## config.mk

```make
export PLATFORM = sky130hd
export DESIGN_NAME = s16b_main
export DESIGN_NICKNAME = d
export VERILOG_FILES = /design/src/rtl/s16b_pkg.sv /design/src/rtl/s16b_bus_if.sv /design/src/rtl/s16b_main.sv /design/src/rtl/s16b_bus_return.sv /design/src/rtl/s16b_cabinet.sv /design/src/rtl/s16b_decode.sv /design/src/rtl/s16b_mapper.sv
export SDC_FILE = /design/constraint.sdc
export NUM_CORES = 1
export LEC_CHECK = 0
export BUFFER_PORTS_ARGS = -buffer_cell sky130_fd_sc_hd__buf_2
export CAP_MARGIN = 20
export CORE_UTILIZATION = 40
export DETAILED_ROUTE_END_ITERATION = 8
export PLACE_DENSITY_LB_ADDON = 0.08
export SYNTH_ARGS = -nofsm -noshare
export SYNTH_HDL_FRONTEND = slang
export SYNTH_SLANG_ARGS = --single-unit
```

## constraint.sdc

```tcl
create_clock -name clk -period 7.8 [get_ports clk]
set_clock_uncertainty 0.05 [all_clocks]
set_input_delay 1.56 -clock clk [delete_from_list [all_inputs] [get_ports clk]]
set_output_delay 1.56 -clock clk [all_outputs]
set_load 0.01 [all_outputs]
```

## src/rtl/s16b_pkg.sv

```systemverilog
package s16b_pkg;

    // Bus widths with the address as a word address over bits 23:1
    localparam int ADDR_W = 23;
    localparam int DATA_W = 16;

    // Mapper regions
    localparam int NUM_REGIONS = 8;

    localparam int REG_ROM0 = 0;
    localparam int REG_ROM1 = 1;
    localparam int REG_ROM2 = 2;
    localparam int REG_RAM  = 3;
    localparam int REG_ORAM = 4;
    localparam int REG_VRAM = 5;
    localparam int REG_PAL  = 6;
    localparam int REG_IO   = 7;

    // Upper address nibble of the mapper registers
    localparam logic [3:0] MAP_SEL = 4'hf;

    // Enable bit of the odd mapper register sits above the 3-bit size
    localparam int MAP_EN_BIT = 3;

    typedef struct packed {
        logic       en;
        logic [7:0] base;
        logic [2:0] size;
    } region_t;

    // Boot map with 512 kB of ROM at address 0
    localparam region_t BOOT_REGION = '{en: 1'b1, base: 8'h00, size: 3'd3};

    typedef enum logic [1:0] {
        CAB_SYS = 2'd0,
        CAB_P1  = 2'd1,
        CAB_P2  = 2'd2,
        CAB_DIP = 2'd3
    } cab_offset_t;

endpackage
```

## src/rtl/s16b_bus_if.sv

```systemverilog
`timescale 1ns/10ps

interface s16b_bus_if;

    logic [s16b_pkg::ADDR_W:1]        addr;
    logic [s16b_pkg::DATA_W-1:0]      wdata;
    // Upper and lower data strobes, active low
    logic [1:0]                       dsn;
    logic                             rnw;
    logic                             asn;
    // One-hot region activity from the mapper
    logic [s16b_pkg::NUM_REGIONS-1:0] active;

    modport mapper (
        input  addr, wdata, dsn, rnw,
        output active
    );

    modport decode (
        input addr, wdata, dsn, rnw, asn, active
    );

    modport cabinet (
        input addr, wdata, dsn, rnw
    );

endinterface

```

## src/rtl/s16b_main.sv

```systemverilog
`timescale 1ns/10ps

module s16b_main #(
    parameter int ROM_AW = 18
) (
    input  logic                          clk,
    input  logic                          rst,
    // 68000 style bus
    input  logic [s16b_pkg::ADDR_W:1]     addr,
    input  logic [s16b_pkg::DATA_W-1:0]   wdata,
    input  logic [1:0]                    dsn,
    input  logic                          rnw,
    input  logic                          asn,
    output logic [s16b_pkg::DATA_W-1:0]   rdata,
    output logic                          dtackn,
    // Program ROM
    output logic                          rom_cs,
    output logic [ROM_AW-1:0]             rom_addr,
    input  logic [15:0]                   rom_data,
    input  logic                          rom_ok,
    // Work RAM and video RAM
    output logic                          ram_cs,
    output logic                          vram_cs,
    input  logic [15:0]                   ram_data,
    input  logic                          ram_ok,
    // Video memories
    output logic                          char_cs,
    output logic                          pal_cs,
    output logic                          objram_cs,
    input  logic [15:0]                   char_dout,
    input  logic [15:0]                   pal_dout,
    input  logic [15:0]                   obj_dout,
    output logic [5:0]                    tile_bank,
    // Cabinet
    input  logic [7:0]                    joystick1,
    input  logic [7:0]                    joystick2,
    input  logic [1:0]                    start_button,
    input  logic [1:0]                    coin_input,
    input  logic                          service,
    input  logic                          dip_test,
    input  logic [7:0]                    dipsw_a,
    input  logic [7:0]                    dipsw_b,
    output logic                          flip,
    output logic                          video_en
);

    logic       io_cs;
    logic       map_cs;
    logic [7:0] cab_dout;
    logic [7:0] map_dout;

    s16b_bus_if bus();

    assign bus.addr  = addr;
    assign bus.wdata = wdata;
    assign bus.dsn   = dsn;
    assign bus.rnw   = rnw;
    assign bus.asn   = asn;

    s16b_mapper u_mapper (
        .clk      (clk),
        .rst      (rst),
        .bus      (bus.mapper),
        .map_cs   (map_cs),
        .map_dout (map_dout)
    );

    s16b_decode #(
        .ROM_AW (ROM_AW)
    ) u_decode (
        .clk       (clk),
        .rst       (rst),
        .bus       (bus.decode),
        .rom_cs    (rom_cs),
        .rom_addr  (rom_addr),
        .ram_cs    (ram_cs),
        .vram_cs   (vram_cs),
        .char_cs   (char_cs),
        .pal_cs    (pal_cs),
        .objram_cs (objram_cs),
        .io_cs     (io_cs),
        .map_cs    (map_cs),
        .tile_bank (tile_bank)
    );

    s16b_cabinet u_cabinet (
        .clk          (clk),
        .rst          (rst),
        .bus          (bus.cabinet),
        .io_cs        (io_cs),
        .joystick1    (joystick1),
        .joystick2    (joystick2),
        .start_button (start_button),
        .coin_input   (coin_input),
        .service      (service),
        .dip_test     (dip_test),
        .dipsw_a      (dipsw_a),
        .dipsw_b      (dipsw_b),
        .cab_dout     (cab_dout),
        .flip         (flip),
        .video_en     (video_en)
    );

    s16b_bus_return u_bus_return (
        .clk       (clk),
        .rst       (rst),
        .asn       (asn),
        .rom_cs    (rom_cs),
        .ram_cs    (ram_cs),
        .vram_cs   (vram_cs),
        .char_cs   (char_cs),
        .pal_cs    (pal_cs),
        .objram_cs (objram_cs),
        .io_cs     (io_cs),
        .map_cs    (map_cs),
        .rom_ok    (rom_ok),
        .ram_ok    (ram_ok),
        .rom_data  (rom_data),
        .ram_data  (ram_data),
        .char_dout (char_dout),
        .pal_dout  (pal_dout),
        .obj_dout  (obj_dout),
        .cab_dout  (cab_dout),
        .map_dout  (map_dout),
        .rdata     (rdata),
        .dtackn    (dtackn)
    );

endmodule

```

## src/rtl/s16b_bus_return.sv

```systemverilog
`timescale 1ns/10ps

module s16b_bus_return (
    input  logic        clk,
    input  logic        rst,
    input  logic        asn,
    input  logic        rom_cs,
    input  logic        ram_cs,
    input  logic        vram_cs,
    input  logic        char_cs,
    input  logic        pal_cs,
    input  logic        objram_cs,
    input  logic        io_cs,
    input  logic        map_cs,
    input  logic        rom_ok,
    input  logic        ram_ok,
    input  logic [15:0] rom_data,
    input  logic [15:0] ram_data,
    input  logic [15:0] char_dout,
    input  logic [15:0] pal_dout,
    input  logic [15:0] obj_dout,
    input  logic [7:0]  cab_dout,
    input  logic [7:0]  map_dout,
    output logic [15:0] rdata,
    output logic        dtackn
);

    logic ext_ok;
    logic int_cs;
    logic any_cs;
    logic asn_seen;

    // Slow memories are ready only while their ok is high
    assign ext_ok = (rom_cs & rom_ok) | ((ram_cs | vram_cs) & ram_ok);
    assign int_cs = char_cs | pal_cs | objram_cs | io_cs | map_cs;
    assign any_cs = rom_cs | ram_cs | vram_cs | int_cs;

    always_ff @(posedge clk or posedge rst) begin
        if (rst) begin
            rdata <= 16'hffff;
        end else if ((ram_cs | vram_cs) & ram_ok) begin
            rdata <= ram_data;
        end else if (rom_cs & rom_ok) begin
            rdata <= rom_data;
        end else if (char_cs) begin
            rdata <= char_dout;
        end else if (pal_cs) begin
            rdata <= pal_dout;
        end else if (objram_cs) begin
            rdata <= obj_dout;
        end else if (io_cs) begin
            rdata <= {8'hff, cab_dout};
        end else if (map_cs) begin
            rdata <= {8'hff, map_dout};
        end
    end

    // Second low cycle of asn with no select ends an unmapped access
    always_ff @(posedge clk or posedge rst) begin
        if (rst) begin
            asn_seen <= 1'b0;
            dtackn   <= 1'b1;
        end else begin
            asn_seen <= !asn;
            if (asn) begin
                dtackn <= 1'b1;
            end else if (ext_ok || int_cs || (asn_seen && !any_cs)) begin
                dtackn <= 1'b0;
            end
        end
    end

endmodule

```

## src/rtl/s16b_cabinet.sv

```systemverilog
`timescale 1ns/10ps

module s16b_cabinet (
    input  logic        clk,
    input  logic        rst,
    s16b_bus_if.cabinet bus,
    input  logic        io_cs,
    input  logic [7:0]  joystick1,
    input  logic [7:0]  joystick2,
    input  logic [1:0]  start_button,
    input  logic [1:0]  coin_input,
    input  logic        service,
    input  logic        dip_test,
    input  logic [7:0]  dipsw_a,
    input  logic [7:0]  dipsw_b,
    output logic [7:0]  cab_dout,
    output logic        flip,
    output logic        video_en
);

    s16b_pkg::cab_offset_t offset;
    logic [7:0]            sys_inputs;
    logic                  sys_we;

    assign offset = s16b_pkg::cab_offset_t'(bus.addr[13:12]);

    // Cabinet inputs arrive active low and pass straight through
    assign sys_inputs = {2'b11, start_button, dip_test, service, coin_input};

    always_comb begin
        case (offset)
            s16b_pkg::CAB_SYS: cab_dout = sys_inputs;
            s16b_pkg::CAB_P1:  cab_dout = joystick1;
            s16b_pkg::CAB_P2:  cab_dout = joystick2;
            s16b_pkg::CAB_DIP: cab_dout = bus.addr[1] ? dipsw_b : dipsw_a;
            default:           cab_dout = 8'hff;
        endcase
    end

    // Control latch on lower byte writes at the system offset
    assign sys_we = io_cs && !bus.rnw && !bus.dsn[0] && offset == s16b_pkg::CAB_SYS;

    always_ff @(posedge clk or posedge rst) begin
        if (rst) begin
            flip     <= 1'b0;
            video_en <= 1'b0;
        end else if (sys_we) begin
            video_en <= bus.wdata[5];
            flip     <= bus.wdata[6];
        end
    end

endmodule

```

## src/rtl/s16b_decode.sv

```systemverilog
`timescale 1ns/10ps

module s16b_decode #(
    parameter int ROM_AW = 18
) (
    input  logic              clk,
    input  logic              rst,
    s16b_bus_if.decode        bus,
    output logic              rom_cs,
    output logic [ROM_AW-1:0] rom_addr,
    output logic              ram_cs,
    output logic              vram_cs,
    output logic              char_cs,
    output logic              pal_cs,
    output logic              objram_cs,
    output logic              io_cs,
    output logic              map_cs,
    output logic [5:0]        tile_bank
);

    localparam int AW = s16b_pkg::ADDR_W;

    logic       map_sel;
    logic [1:0] rom_enc;
    logic       tbank_we;

    // Mapper window takes priority over every region
    assign map_sel = bus.addr[AW:20] == s16b_pkg::MAP_SEL;

    always_ff @(posedge clk or posedge rst) begin
        if (rst) begin
            rom_cs    <= 1'b0;
            ram_cs    <= 1'b0;
            vram_cs   <= 1'b0;
            char_cs   <= 1'b0;
            pal_cs    <= 1'b0;
            objram_cs <= 1'b0;
            io_cs     <= 1'b0;
            map_cs    <= 1'b0;
        end else if (!bus.asn) begin
            map_cs    <= map_sel;
            rom_cs    <= !map_sel && bus.rnw &&
                         |bus.active[s16b_pkg::REG_ROM2:s16b_pkg::REG_ROM0];
            ram_cs    <= !map_sel && bus.active[s16b_pkg::REG_RAM];
            // Video region splits on address bit 16
            char_cs   <= !map_sel && bus.active[s16b_pkg::REG_VRAM] && bus.addr[16];
            vram_cs   <= !map_sel && bus.active[s16b_pkg::REG_VRAM] && !bus.addr[16];
            pal_cs    <= !map_sel && bus.active[s16b_pkg::REG_PAL];
            objram_cs <= !map_sel && bus.active[s16b_pkg::REG_ORAM];
            io_cs     <= !map_sel && bus.active[s16b_pkg::REG_IO];
        end else begin
            rom_cs    <= 1'b0;
            ram_cs    <= 1'b0;
            vram_cs   <= 1'b0;
            char_cs   <= 1'b0;
            pal_cs    <= 1'b0;
            objram_cs <= 1'b0;
            io_cs     <= 1'b0;
            map_cs    <= 1'b0;
        end
    end

    // Encoding of the active ROM region
    always_comb begin
        case (bus.active[s16b_pkg::REG_ROM2:s16b_pkg::REG_ROM0])
            3'b010:  rom_enc = 2'd1;
            3'b100:  rom_enc = 2'd2;
            default: rom_enc = 2'd0;
        endcase
    end

    assign rom_addr = {rom_enc, bus.addr[ROM_AW-2:1]};

    // Tile bank sits behind ROM region 2 on writes
    assign tbank_we = !bus.asn && !map_sel && !bus.rnw && !bus.dsn[0] &&
                      bus.active[s16b_pkg::REG_ROM2];

    always_ff @(posedge clk or posedge rst) begin
        if (rst) begin
            tile_bank <= 6'd0;
        end else if (tbank_we) begin
            if (bus.addr[1]) begin
                tile_bank[5:3] <= bus.wdata[2:0];
            end else begin
                tile_bank[2:0] <= bus.wdata[2:0];
            end
        end
    end

endmodule

```

## src/rtl/s16b_mapper.sv

```systemverilog
`timescale 1ns/10ps

module s16b_mapper (
    input  logic        clk,
    input  logic        rst,
    s16b_bus_if.mapper  bus,
    input  logic        map_cs,
    output logic [7:0]  map_dout
);

    localparam int NREG  = s16b_pkg::NUM_REGIONS;
    localparam int IDX_W = $clog2(NREG);
    localparam int AW    = s16b_pkg::ADDR_W;

    s16b_pkg::region_t regs [NREG];

    logic [IDX_W-1:0] reg_idx;
    logic             map_we;
    logic [NREG-1:0]  match;

    // Bit 1 picks base or enable/size and the bits above pick the region
    assign reg_idx = bus.addr[IDX_W+1:2];

    // Lower byte write only
    assign map_we = map_cs && !bus.rnw && !bus.dsn[0];

    always_ff @(posedge clk or posedge rst) begin
        if (rst) begin
            for (int r = 0; r < NREG; r++) begin
                if (r == s16b_pkg::REG_ROM0) begin
                    regs[r] <= s16b_pkg::BOOT_REGION;
                end else begin
                    regs[r] <= '0;
                end
            end
        end else if (map_we) begin
            if (bus.addr[1]) begin
                regs[reg_idx].en   <= bus.wdata[s16b_pkg::MAP_EN_BIT];
                regs[reg_idx].size <= bus.wdata[2:0];
            end else begin
                regs[reg_idx].base <= bus.wdata[7:0];
            end
        end
    end

    // Region compare on address bits 23:16 with the low size bits of the base ignored
    always_comb begin
        for (int r = 0; r < NREG; r++) begin
            match[r] = regs[r].en &&
                (((bus.addr[AW:16] ^ regs[r].base) & (8'hff << regs[r].size)) == 8'h00);
        end
    end

    // Lowest matching region wins
    assign bus.active = match & (~match + 1'b1);

    // Register read back
    always_comb begin
        map_dout = 8'h00;
        if (bus.addr[1]) begin
            map_dout[s16b_pkg::MAP_EN_BIT] = regs[reg_idx].en;
            map_dout[2:0]                  = regs[reg_idx].size;
        end else begin
            map_dout = regs[reg_idx].base;
        end
    end

endmodule

```

==> impl_metrics.tcl, run 1 <==
set metrics [dict create \
    cts_buffers 17 \
    grt-ovfl-total 0 \
    status "completed" \
    portBuffers 186 \
    path_common_cell "buf_2" \
    finalSetupTns_ns 0 \
    yosysMostFrequentCell "dfrtp_1" \
    fin_area_mm2 0.009525 \
    crit_path_end_kind "output port" \
    cp_max_fo 9 \
    synth.avg_cell_area_um2 10.79 \
    yosysUniqueCellTypes 60 \
    antenna_found_initial 0 \
    intPower_w 0.001315 \
    crit_family "compound AO/OA/AOI/OAI gates" \
    wl_mm 27.79 \
    drc 0 \
    synth_fp_nets 900 \
    core_mm2 0.01946 \
    worstPathRequired_ns 6.19 \
    power.share.combinational 0.119 \
    grt_max_degree 70 \
    post-route-period-util 0.6249 \
    synth_top_area_frac 0.3470 \
    start_util 0.4076 \
    ant_nets 0 \
    dieArea_mm2 0.02040 \
    cts_num_sinks 130 \
    path_clk_slew_ns 0.06 \
    ys_seq_area_frac 0.4132 \
    async_reset_ff_frac 1.000 \
    maxCapViolCount 0 \
    hold_buffers 0 \
    path_cells "buf_2 > xnor2_1 > nand2_1 > a211oi_1 > o21ai_4 > nor2b_1 > buf_2" \
    arrival_ns 3.26 \
    synth_seq_cells 130 \
    area_growth_pct 20.08 \
    dpl.hpwl_mm 20.88 \
    slew_headroom 0.1777 \
    report.final.slew_viol_count 0 \
    ys.flop_type "dfrtp_1" \
    clkPwrFrac 0.474 \
    min_period_ns 4.874 \
    power.leakage_nw 4.362 \
    track_usage 0.2801 \
    tightest_slew_ns 1.229 \
    grt_pass1_wl_mm 40.84 \
    cts_root_buffer "clkbuf_16" \
    wl_per_cell_um 23.84 \
    ir_drop_mv 0.1526 \
    fmax_mhz 205.2 \
    ios 214 \
    finalHoldViolCount 0 \
    ys_warn_count 0 \
    row_count 51 \
    critPathMaxStageDelay_ns 0.47 \
    cts_tree "done" \
    worstSkewPairLatency_ns 0.43 \
    first_pass_iters 5 \
    vias_per_cell 5.802 \
    syn_area_mm2 0.007933 \
    htreeDepth 4 \
    synth_top_area_cell "dfrtp_1" \
    slowest_stage "a211oi_1" \
    gp_congestion 0.9103 \
    crit_type "in -> out" \
    vias 6765 \
    startpoint_type "input port" \
    layout-drive-gt1-share 0.4284 \
    switchingPower_w 0.0004723 \
    p_seq_frac 0.407 \
    syn_inst 735 \
    grt_pass1_vias 6750 \
    dpl_cell_area_mm2 0.008910 \
    power_density_mw_per_mm2 187.6 \
    ys_top_cells_by_area "dfrtp_1 (35%), mux2_2 (15%), dfstp_2 (6.6%), xnor2_1 (5.1%), mux4_2 (4.5%)" \
    sw_frac_of_total 0.2643 \
    die_x_um 142.8 \
    synth_top_cells_by_count "dfrtp_1 (110), mux2_2 (108), nand2_1 (57)" \
    postCtsSetupRepairBufs 0 \
    cts_resized 0 \
    hp-class "reg -> reg" \
    path_buf_inv 2 \
    drt_iter0_drc 604 \
    rsz0062_at_grt "no" \
    synth_edf_count 0 \
    final_net_count 1053 \
    clockBufferDepth 2 \
    finalSetupViolations 0 \
    dieHeight_um 142.8 \
    num_antenna_cells 0 \
]
==> stage by stage <==
| stage | setup slack [ns] | hold WS [ns] | std cells | power [W] | utilization |
|---|---|---|---|---|---|
| after floorplan | 2.754 | 0.4059 | 735 | 0.0008596 | - |
| after global routing | 2.830 | 0.4613 | 1166 | 0.001845 | 0.4894 |
| after detailed placement | 2.929 | 0.4422 | 1134 | 0.0009527 | 0.4578 |
| final | 2.926 | 0.4476 | 1166 | 0.001787 | 0.4894 |
| after global placement | 2.940 | 0.4180 | 1134 | 0.0009487 | 0.4578 |
| after CTS | 2.928 | 0.4562 | 1166 | 0.001801 | 0.4894 |
==> power by group through the flow <==
| stage | registers [W] | logic, W | clock network, W |
|---|---|---|---|
| finish | 0.000728 | 0.000213 | 0.000846 |
| global route | 0.000730 | 0.000230 | 0.000885 |
| CTS | 0.000728 | 0.000214 | 0.000859 |
| detailed placement | 0.000739 | 0.000213 | 0 |
| global placement | 0.000738 | 0.000211 | 0 |
| floorplan | 0.000742 | 0.000117 | 0 |
==> cell type report <==
type | count | area (um^2)
sequential | 130 | 3278
clock buffer | 18 | 439.2
clock inverter | 14 | 176.4
inverter | 15 | 58.81
tap | 265 | 331.6
fill | 1847 | 9937
timing repair buffer | 189 | 953.4
multi-input combinational | 535 | 4288
==> routing by layer <==
| metal | routed length (um) | up-vias | share of wire | global-route usage |
|---|---|---|---|---|
| met4 | 486 | 0 | 0.017 | 0.08489 |
| met1 | 12250 | 3432 | 0.44 | 0.3654 |
| met5 | 0 | - | 0 | 0 |
| met3 | 1480 | 29 | 0.053 | 0.05231 |
| li1 | - | 3044 | - | - |
| met2 | 13580 | 260 | 0.49 | 0.4703 |
==> placed cells by master (no fill, tap or decap), drive strengths merged, types with 5 or more instances in the layout <==
cell	n
and3	6
xor2	16
a221oi	19
mux4	16
nor4	5
nor2	33
mux2i	9
clkbuf	18
buf	189
clkinv	5
dfrtp	110
dfstp	20
o21ai	36
a31oi	13
xnor2	47
mux2	114
inv	19
o221ai	6
nor3	13
o211ai	14
o22ai	26
o311ai	5
nand2	57
nand3	11
a21oi	40
==> worst register-to-register path: stages, from the launching register on <==
cell      delay, ns
dfrtp_1        0.56
o21ai_0        0.24
a21oi_1        0.28
a31oi_1        0.07
or4_4          0.63
nand4b_4       0.26
mux2_4         0.33
==> cell families after synthesis <==
| family | after synthesis | synth area share |
|---|---|---|
| compound gates | 184 | 0.1547 |
| xor+xnor | 63 | 0.07145 |
| buf+inv | 70 | 0.04669 |
| flops | 130 | 0.4132 |
| mux | 139 | 0.2215 |
| simple gates | 149 | 0.09243 |
==> registers in the layout, indices dropped and copies added (netlist names) <==
register	cells
u_mapper.regs	96
u_bus_return.rdata	16
u_decode.tile_bank	6
u_bus_return.asn_seen	1
u_bus_return.dtackn	1
u_cabinet.flip	1
u_cabinet.video_en	1
u_decode.char_cs	1
u_decode.io_cs	1
u_decode.map_cs	1
u_decode.objram_cs	1
u_decode.pal_cs	1
u_decode.ram_cs	1
u_decode.rom_cs	1
u_decode.vram_cs	1
==> path summary, 6_finish.rpt <==
kind / startpoint / end / slack (ns) / depth (start not counted)
min in group asynchronous: rst / u_mapper.regs[20] / 1.20 / 2
min: u_bus_return.dtackn / u_bus_return.dtackn / 0.45 / 2
max in group asynchronous: rst / u_mapper.regs[24] / 5.11 / 3
min reg2reg: u_bus_return.dtackn / u_bus_return.dtackn / 0.45 / 2
max reg2reg: u_mapper.regs[62] / u_decode.tile_bank[2] / 5.27 / 6
max: addr[20] / rom_addr[16] / 2.93 / 7
Note: power is estimated with default switching activity, not from simulation.
==> run 2, diff against run 1 <==
- clock period: 7.8 -> 5.05 ns (I/O delays scaled with it)
==> run 2 against run 1 <==
Sequential share of layout area fell by 0.20 points. Sequential power rose by 54%. Global-route usage fell by 0.13 points. Power rose by 55%. Largest power group unchanged. Non-clock buffer count rose by 5. Combinational power rose by 54%. Routed wire length fell by 1.2%.
==> impl_metrics.tcl, run 2 (synthesis results as in run 1) <==
set metrics [dict create \
    min_period_ns 3.878 \
    hold_buffers 0 \
    start_util 0.4076 \
    path_cells "buf_2 > xnor2_1 > nand2_1 > a211oi_1 > o21ai_4 > nor2b_1 > buf_2" \
    first_pass_iters 5 \
    ir_drop_mv 0.2274 \
    cts_buffers 17 \
    ios 214 \
    antenna_found_initial 0 \
    arrival_ns 2.82 \
    stdcell_count 1171 \
    cts_root_buffer "clkbuf_16" \
    finalSetupTns_ns 0 \
    track_usage 0.2788 \
    post-route-period-util 0.7679 \
    htreeDepth 4 \
    hp-class "reg -> reg" \
    maxCapViolCount 0 \
    finalHoldViolCount 0 \
    cp_max_fo 9 \
    cts_tree "done" \
    clockBufferDepth 2 \
    vias_per_cell 5.757 \
    path_clk_slew_ns 0.06 \
    row_count 51 \
    num_antenna_cells 0 \
    dieHeight_um 142.8 \
    postCtsSetupRepairBufs 0 \
    grt_max_degree 76 \
    vias 6742 \
    reg.largest.list "u_mapper.regs: 96 flops, u_bus_return.rdata: 16 flops, u_decode.tile_bank: 6 flops" \
    finalSetupViolations 0 \
    startpoint_type "input port" \
    final_cell_mix "buf_2 (186), dfrtp_1 (110), mux2_2 (108)" \
    num-fill-cells 1828 \
    worstPathRequired_ns 3.99 \
    tightest_slew_ns 1.201 \
    crit_path_end_kind "output port" \
    drc 0 \
    area.sequential_mm2 0.003278 \
    crit_type "in -> out" \
    cts_resized 0 \
    multi_input_area_mm2 0.004288 \
    gp_congestion 0.9376 \
    wl_per_cell_um 23.45 \
    report.final.slew_viol_count 0 \
    drt_iter0_drc 641 \
    core_mm2 0.01946 \
    power_density_mw_per_mm2 288.6 \
    die_x_um 142.8 \
    largest_reg_flops 96 \
    dieArea_mm2 0.02040 \
    grt_pass1_wl_mm 41.22 \
    dpl.hpwl_mm 20.68 \
    wl_mm 27.46 \
    ant_nets 0 \
    cts_num_sinks 130 \
    slew_headroom 0.1967 \
    status "completed" \
    area_growth_pct 20.77 \
    fmax_mhz 257.9 \
    path_common_cell "buf_2" \
    worstSkewPairLatency_ns 0.43 \
    regMostFlops "u_mapper.regs" \
    portBuffers 186 \
    rsz0062_at_grt "no" \
    critPathMaxStageDelay_ns 0.51 \
    final_common_cell "buf_2" \
    power.leakage_nw 4.400 \
    slowest_stage "a211oi_1" \
    grt_pass1_vias 6798 \
    final_net_count 1058 \
    layout-drive-gt1-share 0.4294 \
    grt-ovfl-total 0 \
    place_inst 1139 \
]
==> run 2: changes by cell type in the layout (fill, tap and decap cells not counted), sizes merged <==
cell      previous run  this run
buf                189       194
clkinv               5         9
inv                 19        15
clkinvlp             2         0
bufinv               3         4
clkbuf              18        19
==> run 2: area by class of cell <==
type	instances	area share
Inverter	15	0.006138
Sequential cell	130	0.3422
Multi-Input combinational cell	535	0.4476
Clock inverter	13	0.01959
Timing Repair Buffer	194	0.1047
Tap cell	265	0.03461
Clock buffer	19	0.04519
==> run 2: metal layers <==
| layer | up-vias | track usage | routed length (um) |
|---|---|---|---|
| li1 | 3057 | - | - |
| met1 | 3374 | 0.3689 | 12270 |
| met2 | 264 | 0.4639 | 13200 |
| met3 | 47 | 0.04494 | 1333 |
| met4 | 0 | 0.09281 | 654 |
| met5 | - | 0 | 0 |
==> run 2: power by group <==
| part | internal [W] | total, W | switching [W] | leakage, nW |
|---|---|---|---|---|
| logic | 0.000141 | 0.000328 | 0.000187 | 2.35 |
| clock network | 0.000828 | 0.00131 | 0.000484 | 0.305 |
| registers | 0.00110 | 0.00112 | 0.0000292 | 1.74 |
==> run 2: final timing paths <==
path / start / to / slack, ns / cells after the start
max: addr[20] / rom_addr[16] / 1.17 / 7
min: u_bus_return.dtackn / u_bus_return.dtackn / 0.42 / 2
max reg2reg: u_decode.char_cs / u_bus_return.rdata[0] / 2.61 / 3
max in group asynchronous: rst / u_mapper.regs[84] / 3.41 / 3
min reg2reg: u_bus_return.dtackn / u_bus_return.dtackn / 0.42 / 2
min in group asynchronous: rst / u_mapper.regs[31] / 0.64 / 2
==> run 2: per-stage QoR <==
| stage | hold slack, ns | util | power [W] | setup WS (ns) | area, um^2 |
|---|---|---|---|---|---|
| 4_1_cts | 0.4279 | 0.4923 | 0.002792 | 1.229 | 9580 |
| 6_report | 0.4222 | 0.4923 | 0.002765 | 1.172 | 9580 |
| 3_5_place_dp | 0.4205 | 0.4604 | 0.001470 | 1.230 | 8960 |
| 2_1_floorplan | 0.4059 | - | 0.001328 | 0.5538 | 7933 |
| 3_3_place_gp | 0.4116 | 0.4604 | 0.001464 | 1.241 | 8960 |
| 5_1_grt | 0.4667 | 0.4923 | 0.002863 | 1.188 | 9580 |
==> run 2: worst max-delay path, delay by kind of cell <==
family / cells / cell delay, ns
AO/OA/AOI/OAI: 2 / 0.68
XOR/XNOR: 1 / 0.43
buffers and inverters: 2 / 0.34
AND/OR/NAND/NOR: 2 / 0.36
==> run 3, diff against run 2 <==
- clock period: 5.05 -> 4 ns (I/O delays scaled with it)
==> run 3 against run 2 <==
Sequential power increased by 27%. Worst setup slack got worse by 0.40 ns. Clock power increased by 24%. Sequential share of layout area decreased by 0.16 points. Critical endpoint is now rom_addr[17]. Largest power group unchanged.
==> impl_metrics.tcl, run 3 (synthesis results as in run 1) <==
set metrics [dict create \
    cts_buffers 17 \
    dieHeight_um 142.8 \
    ir_drop_mv 0.3051 \
    finalHoldViolCount 0 \
    cp_max_fo 9 \
    vias_per_cell 5.780 \
    sw_frac_of_total 0.2616 \
    dpl.hpwl_mm 20.26 \
    largest_reg_flops 96 \
    grt_pass1_wl_mm 40.23 \
    post-route-util 0.4945 \
    worstPathRequired_ns 3.15 \
    tightest_slew_ns 0.8888 \
    dieArea_mm2 0.02040 \
    status "completed" \
    final_net_count 1066 \
    track_usage 0.2690 \
    crit_path_end_kind "output port" \
    reg.largest.list "u_mapper.regs: 96 flops, u_bus_return.rdata: 16 flops, u_decode.tile_bank: 6 flops" \
    first_pass_iters 7 \
    num_antenna_cells 0 \
    regMostFlops "u_mapper.regs" \
    power.leakage_nw 4.418 \
    startpoint_type "input port" \
    total_power_w 0.003448 \
    final_common_cell "buf_2" \
    cts_root_buffer "clkbuf_16" \
    path_clk_slew_ns 0.06 \
    ios 214 \
    post-route-period-util 0.8061 \
    htreeDepth 4 \
    arrival_ns 2.37 \
    antenna_found_initial 0 \
    slew_headroom 0.4075 \
    layout-drive-gt1-share 0.4365 \
    drc 0 \
    intPower_w 0.002546 \
    core_mm2 0.01946 \
    whs_ns 0.2053 \
    wl_per_cell_um 22.50 \
    rsz0062_at_grt "no" \
    dpl_cell_area_mm2 0.009001 \
    finalSetupTns_ns 0 \
    crit_type "in -> out" \
    grt_max_degree 68 \
    grt-ovfl-total 0 \
    vias 6815 \
    gp_congestion 0.8939 \
    hp-class "in -> async" \
    cts_num_sinks 130 \
    drt_iter0_drc 645 \
    reg2reg_depth 6 \
    area_growth_pct 21.32 \
    switchingPower_w 0.0009019 \
    cts_tree "done" \
    min_period_ns 3.224 \
    clockBufferDepth 2 \
    postCtsSetupRepairBufs 0 \
    maxCapViolCount 0 \
    cts_resized 0 \
    report.final.slew_viol_count 0 \
    portBuffers 186 \
    fin_area_mm2 0.009624 \
    grt_pass1_vias 6896 \
    die_x_um 142.8 \
    finalSetupViolations 0 \
    power_density_mw_per_mm2 358.3 \
    p_seq_frac 0.411 \
    final_cell_mix "buf_2 (186), dfrtp_1 (110), mux2_2 (108)" \
    power.share.combinational 0.120 \
    clkPwrFrac 0.469 \
    wl_mm 26.53 \
    fmax_mhz 310.2 \
    row_count 51 \
    ant_nets 0 \
    start_util 0.4076 \
    worstSkewPairLatency_ns 0.42 \
    hold_buffers 0 \
]
-- run 3: cell types whose count changed in the layout (fill, tap and decap cells not counted), sizes merged --
| cell | change |
|---|---|
| buf | +8 |
| bufinv | -1 |
| clkbuf | -2 |
| clkinv | -3 |
| clkinvlp | +5 |
| inv | +1 |
-- run 3: metrics by stage --
stage	std cells	worst slack, ns
floorplan	735	1.159
global placement	1146	0.7408
detailed placement	1146	0.7845
CTS	1178	0.7783
global route	1179	0.6542
finish	1179	0.7758
-- run 3: area by class of cell --
| class | count | area [um^2] |
|---|---|---|
| Clock buffer | 17 | 425.4 |
| Clock inverter | 15 | 182.7 |
| Fill cell | 1803 | 9838 |
| Inverter | 15 | 60.06 |
| Multi-Input combinational cell | 535 | 4288 |
| Sequential cell | 130 | 3278 |
| Tap cell | 265 | 331.6 |
| Timing Repair Buffer | 202 | 1059 |
-- run 3: power by group through the flow --
stage / Combinational [W] / Sequential (W) / Clock (W)
after floorplan: 0.000229 / 0.00145 / 0
after global placement: 0.000411 / 0.00144 / 0
after detailed placement: 0.000416 / 0.00144 / 0
after CTS: 0.000418 / 0.00142 / 0.00164
after global routing: 0.000449 / 0.00142 / 0.00170
final: 0.000415 / 0.00142 / 0.00162
-- run 3: worst paths after layout --
| kind | slack (ns) | startpoint | end |
|---|---|---|---|
| worst min-delay path | 0.21 | rst | u_cabinet.video_en |
| worst min register to register | 0.44 | u_bus_return.dtackn | u_bus_return.dtackn |
| worst max register to register | 1.65 | u_mapper.regs[61] | u_decode.tile_bank[1] |
| min in group clk | 0.44 | u_bus_return.dtackn | u_bus_return.dtackn |
| max in group asynchronous | 2.62 | rst | u_mapper.regs[3] |
| worst max-delay path | 0.78 | addr[20] | rom_addr[17] |
-- run 3: worst max-delay path, stage by stage --
cell,delay (ns)
buf_2,0.24
xor2_1,0.16
a21oi_1,0.26
a31oi_1,0.07
or4_4,0.59
nor2_1,0.12
buf_2,0.14
-- run 3: per-layer routing --
| layer | routed length, um | up-vias | global-route usage |
|---|---|---|---|
| met4 | 426 | 0 | 0.08885 |
| met2 | 13140 | 272 | 0.4541 |
| met1 | 11590 | 3437 | 0.3491 |
| met3 | 1377 | 32 | 0.04594 |
| met5 | 0 | - | 0 |
| li1 | - | 3074 | - |
